===== src/logic/exec_pkg.sv =====
package exec_pkg;

    // ============================================================
    // Field types
    // ============================================================

    // ALU operation code carried in the upper control bits
    typedef logic [3:0] func_sel_t;

    // Branch kind from the decoder
    typedef logic [2:0] branch_sel_t;

    // Physical register tag broadcast on the CDB
    typedef logic [5:0] phys_reg_t;

    // Control word from the reservation station
    typedef logic [10:0] ctrl_t;

    // ============================================================
    // Function select codes
    // ============================================================

    localparam func_sel_t FN_ADD    = 4'd0;
    localparam func_sel_t FN_SUB    = 4'd1;
    localparam func_sel_t FN_SLL    = 4'd2;
    localparam func_sel_t FN_SLT    = 4'd3;
    localparam func_sel_t FN_SLTU   = 4'd4;
    localparam func_sel_t FN_XOR    = 4'd5;
    localparam func_sel_t FN_SRL    = 4'd6;
    localparam func_sel_t FN_SRA    = 4'd7;
    localparam func_sel_t FN_OR     = 4'd8;
    localparam func_sel_t FN_AND    = 4'd9;
    // Operand B straight through, used by LUI
    localparam func_sel_t FN_PASS_B = 4'd10;

    // ============================================================
    // Branch select codes
    // ============================================================

    localparam branch_sel_t BR_NONE = 3'd0;
    localparam branch_sel_t BR_EQ   = 3'd1;
    localparam branch_sel_t BR_NE   = 3'd2;
    localparam branch_sel_t BR_LT   = 3'd3;
    localparam branch_sel_t BR_GE   = 3'd4;
    // Reserved, resolves as a conditional branch that is never taken
    localparam branch_sel_t BR_RSVD = 3'd5;
    localparam branch_sel_t BR_JAL  = 3'd6;
    localparam branch_sel_t BR_JALR = 3'd7;

    // ============================================================
    // Control word bit positions
    // ============================================================

    // Function select occupies bits 10 to 7
    localparam int FUNC_LSB   = 7;
    // Register write of store data, clear for a pure address calc
    localparam int CTRL_WB    = 6;
    // Link instruction, result is the return address
    localparam int CTRL_LINK  = 5;
    localparam int CTRL_LOAD  = 4;
    localparam int CTRL_STORE = 3;

endpackage

===== src/logic/superscalar_execute_stage.sv =====
`timescale 1ns/1ps

module superscalar_execute_stage #(
    parameter int NUM_LANES  = 3,
    parameter int DATA_WIDTH = 32
) (
    input  logic                                  clk,
    input  logic                                  rst,

    // Issue side, one slice per reservation station
    input  logic [NUM_LANES-1:0]                  issue_valid,
    input  logic [NUM_LANES-1:0][DATA_WIDTH-1:0]  data_a,
    input  logic [NUM_LANES-1:0][DATA_WIDTH-1:0]  data_b,
    input  exec_pkg::ctrl_t [NUM_LANES-1:0]       control,
    input  exec_pkg::branch_sel_t [NUM_LANES-1:0] branch_sel,
    input  exec_pkg::phys_reg_t [NUM_LANES-1:0]   rd_tag,
    input  logic [NUM_LANES-1:0][DATA_WIDTH-1:0]  pc,
    input  logic [NUM_LANES-1:0][DATA_WIDTH-1:0]  branch_target,
    input  logic [NUM_LANES-1:0]                  predicted_taken,
    input  logic [NUM_LANES-1:0][DATA_WIDTH-1:0]  predicted_pc,

    // CDB slots, one per lane
    output logic [NUM_LANES-1:0]                  cdb_valid,
    output exec_pkg::phys_reg_t [NUM_LANES-1:0]   cdb_tag,
    output logic [NUM_LANES-1:0][DATA_WIDTH-1:0]  cdb_data,
    output logic [NUM_LANES-1:0]                  mem_addr_calc,

    // Branch resolution to the front end
    output logic [NUM_LANES-1:0]                  update_predictor,
    output logic [NUM_LANES-1:0][DATA_WIDTH-1:0]  predictor_pc,
    output logic [NUM_LANES-1:0]                  mispredict,
    output logic [NUM_LANES-1:0][DATA_WIDTH-1:0]  correct_pc,
    output logic [NUM_LANES-1:0]                  is_jalr
);

    // ============================================================
    // Lanes
    // ============================================================

    // Lanes share nothing, each drives its own CDB slot
    for (genvar i = 0; i < NUM_LANES; i++) begin : g_lane
        exec_lane #(
            .DATA_WIDTH(DATA_WIDTH)
        ) u_lane (
            .clk             (clk),
            .rst             (rst),
            .issue_valid     (issue_valid[i]),
            .data_a          (data_a[i]),
            .data_b          (data_b[i]),
            .control         (control[i]),
            .branch_sel      (branch_sel[i]),
            .rd_tag          (rd_tag[i]),
            .pc              (pc[i]),
            .branch_target   (branch_target[i]),
            .predicted_taken (predicted_taken[i]),
            .predicted_pc    (predicted_pc[i]),
            .cdb_valid       (cdb_valid[i]),
            .cdb_tag         (cdb_tag[i]),
            .cdb_data        (cdb_data[i]),
            .mem_addr_calc   (mem_addr_calc[i]),
            .update_predictor(update_predictor[i]),
            .predictor_pc    (predictor_pc[i]),
            .mispredict      (mispredict[i]),
            .correct_pc      (correct_pc[i]),
            .is_jalr         (is_jalr[i])
        );
    end

endmodule


===== src/logic/exec_lane.sv =====
`timescale 1ns/1ps

module exec_lane #(
    parameter int DATA_WIDTH = 32
) (
    input  logic                  clk,
    input  logic                  rst,
    input  logic                  issue_valid,
    input  logic [DATA_WIDTH-1:0] data_a,
    input  logic [DATA_WIDTH-1:0] data_b,
    input  exec_pkg::ctrl_t       control,
    input  exec_pkg::branch_sel_t branch_sel,
    input  exec_pkg::phys_reg_t   rd_tag,
    input  logic [DATA_WIDTH-1:0] pc,
    input  logic [DATA_WIDTH-1:0] branch_target,
    input  logic                  predicted_taken,
    input  logic [DATA_WIDTH-1:0] predicted_pc,
    output logic                  cdb_valid,
    output exec_pkg::phys_reg_t   cdb_tag,
    output logic [DATA_WIDTH-1:0] cdb_data,
    output logic                  mem_addr_calc,
    output logic                  update_predictor,
    output logic [DATA_WIDTH-1:0] predictor_pc,
    output logic                  mispredict,
    output logic [DATA_WIDTH-1:0] correct_pc,
    output logic                  is_jalr
);

    localparam int FUNC_W = $bits(exec_pkg::func_sel_t);

    exec_pkg::func_sel_t   func_sel;
    logic [DATA_WIDTH-1:0] alu_result;
    logic                  alu_zero;
    logic                  taken;
    logic                  jalr;
    logic                  conditional;
    logic [DATA_WIDTH-1:0] pc_plus4;
    logic [DATA_WIDTH-1:0] jalr_target;
    logic                  mispredict_d;
    logic [DATA_WIDTH-1:0] correct_pc_d;
    logic [DATA_WIDTH-1:0] cdb_data_d;
    logic                  mem_addr_d;

    // ============================================================
    // Functional unit and branch compare
    // ============================================================

    // Operation lives in the top bits of the control word
    assign func_sel = exec_pkg::func_sel_t'(control[exec_pkg::FUNC_LSB +: FUNC_W]);

    alu_shifter #(
        .DATA_WIDTH(DATA_WIDTH)
    ) u_alu (
        .data_a  (data_a),
        .data_b  (data_b),
        .func_sel(func_sel),
        .result  (alu_result),
        .zero    (alu_zero)
    );

    branch_resolver u_branch (
        .branch_sel (branch_sel),
        .zero       (alu_zero),
        .taken      (taken),
        .jalr       (jalr),
        .conditional(conditional)
    );

    // ============================================================
    // Resolve
    // ============================================================

    // Fall-through address, also the link value
    assign pc_plus4 = pc + DATA_WIDTH'(4);

    // JALR target with bit 0 forced low
    assign jalr_target = {alu_result[DATA_WIDTH-1:1], 1'b0};

    // JALR checks the address itself, others check direction only
    always_comb begin
        if (jalr) begin
            mispredict_d = (jalr_target != predicted_pc);
        end else if (branch_sel == exec_pkg::BR_NONE) begin
            mispredict_d = 1'b0;
        end else begin
            mispredict_d = taken ^ predicted_taken;
        end
    end

    // Where fetch should have gone
    always_comb begin
        if (jalr) begin
            correct_pc_d = jalr_target;
        end else if (taken) begin
            correct_pc_d = branch_target;
        end else begin
            correct_pc_d = pc_plus4;
        end
    end

    // Link instructions write the return address
    assign cdb_data_d = control[exec_pkg::CTRL_LINK] ? pc_plus4 : alu_result;

    // Loads always, stores only when the ALU forms the address
    assign mem_addr_d = control[exec_pkg::CTRL_LOAD] |
                        (control[exec_pkg::CTRL_STORE] & ~control[exec_pkg::CTRL_WB]);

    // ============================================================
    // Output register
    // ============================================================

    // Flags follow issue_valid so an idle cycle reads back as zero
    always_ff @(posedge clk) begin
        if (rst) begin
            cdb_valid        <= 1'b0;
            mispredict       <= 1'b0;
            update_predictor <= 1'b0;
            is_jalr          <= 1'b0;
            mem_addr_calc    <= 1'b0;
        end else begin
            cdb_valid        <= issue_valid;
            mispredict       <= issue_valid & mispredict_d;
            update_predictor <= issue_valid & conditional;
            is_jalr          <= issue_valid & jalr;
            mem_addr_calc    <= issue_valid & mem_addr_d;
        end
    end

    // Payload only loads with a new instruction
    always_ff @(posedge clk) begin
        if (issue_valid) begin
            cdb_tag      <= rd_tag;
            cdb_data     <= cdb_data_d;
            predictor_pc <= pc;
            correct_pc   <= correct_pc_d;
        end
    end

endmodule


===== src/logic/branch_resolver.sv =====
`timescale 1ns/1ps

module branch_resolver (
    input  exec_pkg::branch_sel_t branch_sel,
    input  logic                  zero,
    output logic                  taken,
    output logic                  jalr,
    output logic                  conditional
);

    // ============================================================
    // Taken decision
    // ============================================================

    // EQ and NE look at the zero flag of a subtract
    // LT and GE look at a set-less-than result, nonzero means less
    always_comb begin
        case (branch_sel)
            exec_pkg::BR_EQ: begin
                taken = zero;
            end
            exec_pkg::BR_NE: begin
                taken = ~zero;
            end
            exec_pkg::BR_LT: begin
                taken = ~zero;
            end
            exec_pkg::BR_GE: begin
                taken = zero;
            end
            exec_pkg::BR_RSVD: begin
                // Never taken
                taken = 1'b0;
            end
            exec_pkg::BR_JAL, exec_pkg::BR_JALR: begin
                // Jumps always redirect
                taken = 1'b1;
            end
            default: begin
                taken = 1'b0;
            end
        endcase
    end

    // ============================================================
    // Kind decode
    // ============================================================

    // JALR target comes from the ALU, so the lane treats it apart
    assign jalr = (branch_sel == exec_pkg::BR_JALR);

    // Codes 1 to 5 train the predictor
    assign conditional = (branch_sel != exec_pkg::BR_NONE) &&
                         (branch_sel < exec_pkg::BR_JAL);

endmodule


===== src/logic/alu_shifter.sv =====
`timescale 1ns/1ps

module alu_shifter #(
    parameter int DATA_WIDTH = 32
) (
    input  logic [DATA_WIDTH-1:0] data_a,
    input  logic [DATA_WIDTH-1:0] data_b,
    input  exec_pkg::func_sel_t   func_sel,
    output logic [DATA_WIDTH-1:0] result,
    output logic                  zero
);

    // Shift amount width, five bits for RV32
    localparam int SHAMT_W = $clog2(DATA_WIDTH);

    logic [SHAMT_W-1:0]    shamt;
    logic [DATA_WIDTH-1:0] sum;
    logic [DATA_WIDTH-1:0] diff;
    logic                  lt_signed;
    logic                  lt_unsigned;

    // ============================================================
    // Shared datapath pieces
    // ============================================================

    // Only the low bits of operand B select the shift
    assign shamt = data_b[SHAMT_W-1:0];

    // Adder and subtractor
    assign sum  = data_a + data_b;
    assign diff = data_a - data_b;

    // Set-less-than compares
    assign lt_signed   = $signed(data_a) < $signed(data_b);
    assign lt_unsigned = data_a < data_b;

    // ============================================================
    // Result mux
    // ============================================================

    always_comb begin
        case (func_sel)
            exec_pkg::FN_ADD: begin
                result = sum;
            end
            exec_pkg::FN_SUB: begin
                result = diff;
            end
            exec_pkg::FN_SLL: begin
                result = data_a << shamt;
            end
            exec_pkg::FN_SLT: begin
                result = {{(DATA_WIDTH-1){1'b0}}, lt_signed};
            end
            exec_pkg::FN_SLTU: begin
                result = {{(DATA_WIDTH-1){1'b0}}, lt_unsigned};
            end
            exec_pkg::FN_XOR: begin
                result = data_a ^ data_b;
            end
            exec_pkg::FN_SRL: begin
                result = data_a >> shamt;
            end
            exec_pkg::FN_SRA: begin
                // Sign bit fills from the left
                result = $signed(data_a) >>> shamt;
            end
            exec_pkg::FN_OR: begin
                result = data_a | data_b;
            end
            exec_pkg::FN_AND: begin
                result = data_a & data_b;
            end
            exec_pkg::FN_PASS_B: begin
                result = data_b;
            end
            default: begin
                // Unused codes give zero
                result = '0;
            end
        endcase
    end

    // Zero flag drives the branch compare
    assign zero = (result == '0);

endmodule


===== config.mk =====
export PLATFORM = sky130hd
export DESIGN_NAME = superscalar_execute_stage
export DESIGN_NICKNAME = d
export VERILOG_FILES = /design/src/logic/exec_pkg.sv /design/src/logic/superscalar_execute_stage.sv /design/src/logic/exec_lane.sv /design/src/logic/branch_resolver.sv /design/src/logic/alu_shifter.sv
export SDC_FILE = /design/constraint.sdc
export NUM_CORES = 2
export LEC_CHECK = 0
export BUFFER_PORTS_ARGS = -buffer_cell sky130_fd_sc_hd__buf_2
export CORE_MARGIN = 8
export CORE_UTILIZATION = 39
export DETAILED_ROUTE_END_ITERATION = 7
export MAX_ROUTING_LAYER = met4
export PLACE_DENSITY = 0.71
export SKIP_LAST_GASP = 1
export SLEW_MARGIN = 30
export SYNTH_ARGS = -nofsm -noshare
export SYNTH_HDL_FRONTEND = slang
export SYNTH_SLANG_ARGS = --single-unit

===== constraint.sdc =====
create_clock -name clk -period 6.95 [get_ports clk]
set_clock_uncertainty 0.1 [all_clocks]
set_input_delay 1.39 -clock clk [delete_from_list [all_inputs] [get_ports clk]]
set_output_delay 1.39 -clock clk [all_outputs]
set_load 0.01 [all_outputs]

==> results.ini <==
[clock_tree]
h-tree-depth=2
root_buffer=clkbuf_16
cts_resized=0
numCtsBuffers=40
path_clk_slew_ns=0.08
cts_hold_buffers=0
cts_tree=done
clockBufferDepth=3
postCtsSetupRepairBufs=0
clock_sinks=321

[setup_path]
cp_data_arrival_time_ns=6.96
path_class=in -> reg
worstSetupEndpointType=flop
worstSetupStartpointType=primary input
startpoint=data_a[32]
endpoint=g_lane[1].u_lane.correct_pc[5]
cp_max_fo=7
critPathRequiredTime_ns=7.26

[yosys]
syn-num-nets=7589
syn_inst=6720
ys_types=98
synth_ff_type=edfxtp_1
synth_area_leaders=edfxtp_1, ha_1, mux4_2
synth-seq-cells=321
ys_seq_area_frac=0.181
synth_edf_count=306
syn-mean-instance-area_um2=7.82
yosys-top-cells-count=nor2_1, nand2_1, a21oi_1, clkbuf_1, o21ai_0
yosysWarnings=0
synth_top_area_frac=0.175
synth_area_mm2=0.0526
async_flop_share=0
synth_area_leader_cell=edfxtp_1
yosysMostFrequentCell=nor2_1

[timing]
drv_slew=0
post-route-period-util=0.957
finalSetupViolCount=0
hold_ws_ns=0.819
max-slew-margin-rel=0.258
fin_ws_ns=0.301
worst_slew_pin_slew_ns=1.11
hold_viol=0
min_period_ns=6.65
max_freq_ghz=0.150
setup_tns_ns=0
rsz0062_at_grt=no

[layout]
drive_gt1_frac=0.259
area_growth_pct=22.9
final_nets=8688

[route]
routed_wl_um=341000
dr.pass1.iters=8
wl_per_cell_um=35.3
dr.first_iter.drc_count=10913
vias=66657
drc=2
via_per_inst=6.90
antenna_left=0

[floorplan]
die_h_um=383
num_rows=134
coreArea_mm2=0.134
die-width_um=383
initial_core_util=0.393
ios=869
die_area_mm2=0.147

[placed_design]
gp_congestion=1.10
io_buffers=859
pre_cts_ws_ns=-0.210
hpwl_um=275000

[pwr]
power_w=0.00971
p_leak_nw=26.8
p_seq_frac=0.251
swShare=0.453
p_sw_w=0.00440
p_int_w=0.00531
p_comb_frac=0.522
power_frac_clock=0.228
p_per_area_mw_per_mm2=150
ir_worst_vdd_mv=0.198

[global_route]
grt_util_all_layers=0.445
grt_max_degree=79
grt_pass1_wl_um=470000
grt_overflow_total=0
grt_pass1_vias=61773
antenna_found_initial=34

[hold_path]
hp-class=in -> reg

[outcome]
violations=design-rule violations
status=finished, violations left

[job]
maxCapViolCount=0

registers in the layout (all words and copies together) (netlist names):
name / cells
g_lane.u_lane.update_predictor: 3
g_lane.u_lane.correct_pc: 96
g_lane.u_lane.is_jalr: 3
g_lane.u_lane.mispredict: 3
g_lane.u_lane.cdb_data: 96
g_lane.u_lane.cdb_valid: 3
g_lane.u_lane.predictor_pc: 96
g_lane.u_lane.mem_addr_calc: 3
g_lane.u_lane.cdb_tag: 18
cell usage in the layout (no fill, tap or decap), drive strengths merged, types with 60 or more instances in the layout:
| cell | n |
|---|---|
| a211oi | 111 |
| a21oi | 445 |
| a221oi | 60 |
| a22oi | 114 |
| a31oi | 80 |
| and2 | 69 |
| and3 | 63 |
| buf | 1636 |
| edfxtp | 306 |
| ha | 315 |
| inv | 336 |
| mux2 | 81 |
| mux2i | 285 |
| mux4 | 134 |
| nand2 | 556 |
| nand2b | 84 |
| nand3 | 197 |
| nand4 | 88 |
| nor2 | 561 |
| nor2b | 90 |
| nor3 | 142 |
| nor4 | 81 |
| o211ai | 88 |
| o21ai | 398 |
| o221ai | 94 |
| o22ai | 115 |
| o31ai | 84 |
| xnor2 | 150 |
| xor2 | 111 |
cells by family after synthesis:
logic type               after synthesis  synth area share
AO/OA/AOI/OAI                       2212             0.291
XOR/XNOR                             261            0.0435
adder cells (fa/ha/maj)              321            0.0773
buffers and inverters                917            0.0701
flip-flops                           321             0.181
multiplexers                         500             0.129
AND/OR/NAND/NOR                     2188             0.208
worst max-delay path, stage by stage:
cell	delay (ns)
buf_2	0.16
inv_1	0.10
ha_1	0.18
inv_1	0.06
fa_1	0.40
nor2b_1	0.18
o211ai_1	0.42
a21boi_0	0.30
o31ai_1	0.75
o21ai_0	0.23
xnor2_1	0.34
o211a_1	0.24
nand4_1	0.12
nor4b_1	0.46
nand4b_1	0.26
buf_12	0.22
buf_4	0.16
o41ai_1	0.22
and2_1	0.16
o21ai_0	0.31
buf_4	0.26
cell type report:
type,instances,area [µm²]
fill,13225,69000
multi-input combinational,5482,39600
timing repair buffer,1636,10600
sequential,321,9490
tap,1768,2210
inverter,338,1270
clock buffer,46,1030
clock inverter,27,284
antenna,39,97.6
per-stage QoR:
stage               cells  cell area, µm²   util
floorplan            6720           52600      -
CTS                  9618           64400  0.482
detailed placement   9545           63100  0.472
global placement     9544           63100  0.472
global route         9640           64500  0.483
finish               9657           64600  0.483
power by group through the flow:
stage          sequential, W  combinational [W]  clock, W
6_report             0.00243            0.00507   0.00221
2_1_floorplan        0.00254            0.00238         0
3_5_place_dp         0.00247            0.00484         0
4_1_cts              0.00243            0.00486   0.00224
5_1_grt              0.00244            0.00523   0.00229
3_3_place_gp         0.00246            0.00482         0
metal layers:
metal | GRT usage | vias to the layer above | routed length, µm
met3 | 0.129 | 1073 | 42900
met2 | 0.650 | 5179 | 144000
met1 | 0.561 | 32407 | 132000
li1 | - | 27998 | -
met5 | - | - | 0
met4 | 0.221 | 0 | 21600
worst min path at each step:
stage	start	to	slack, ns	cells after the start
global route	rd_tag[11]	g_lane[1].u_lane.cdb_tag[5]	0.81	1
floorplan	rd_tag[0]	g_lane[0].u_lane.cdb_tag[0]	1.39	0
finish	rd_tag[7]	g_lane[1].u_lane.cdb_tag[1]	0.82	1
detailed placement	rd_tag[7]	g_lane[1].u_lane.cdb_tag[1]	1.47	1
global placement	rd_tag[12]	g_lane[2].u_lane.cdb_tag[0]	1.47	1
CTS	rd_tag[7]	g_lane[1].u_lane.cdb_tag[1]	0.79	1
No activity file was read; power rests on OpenSTA's default activity.
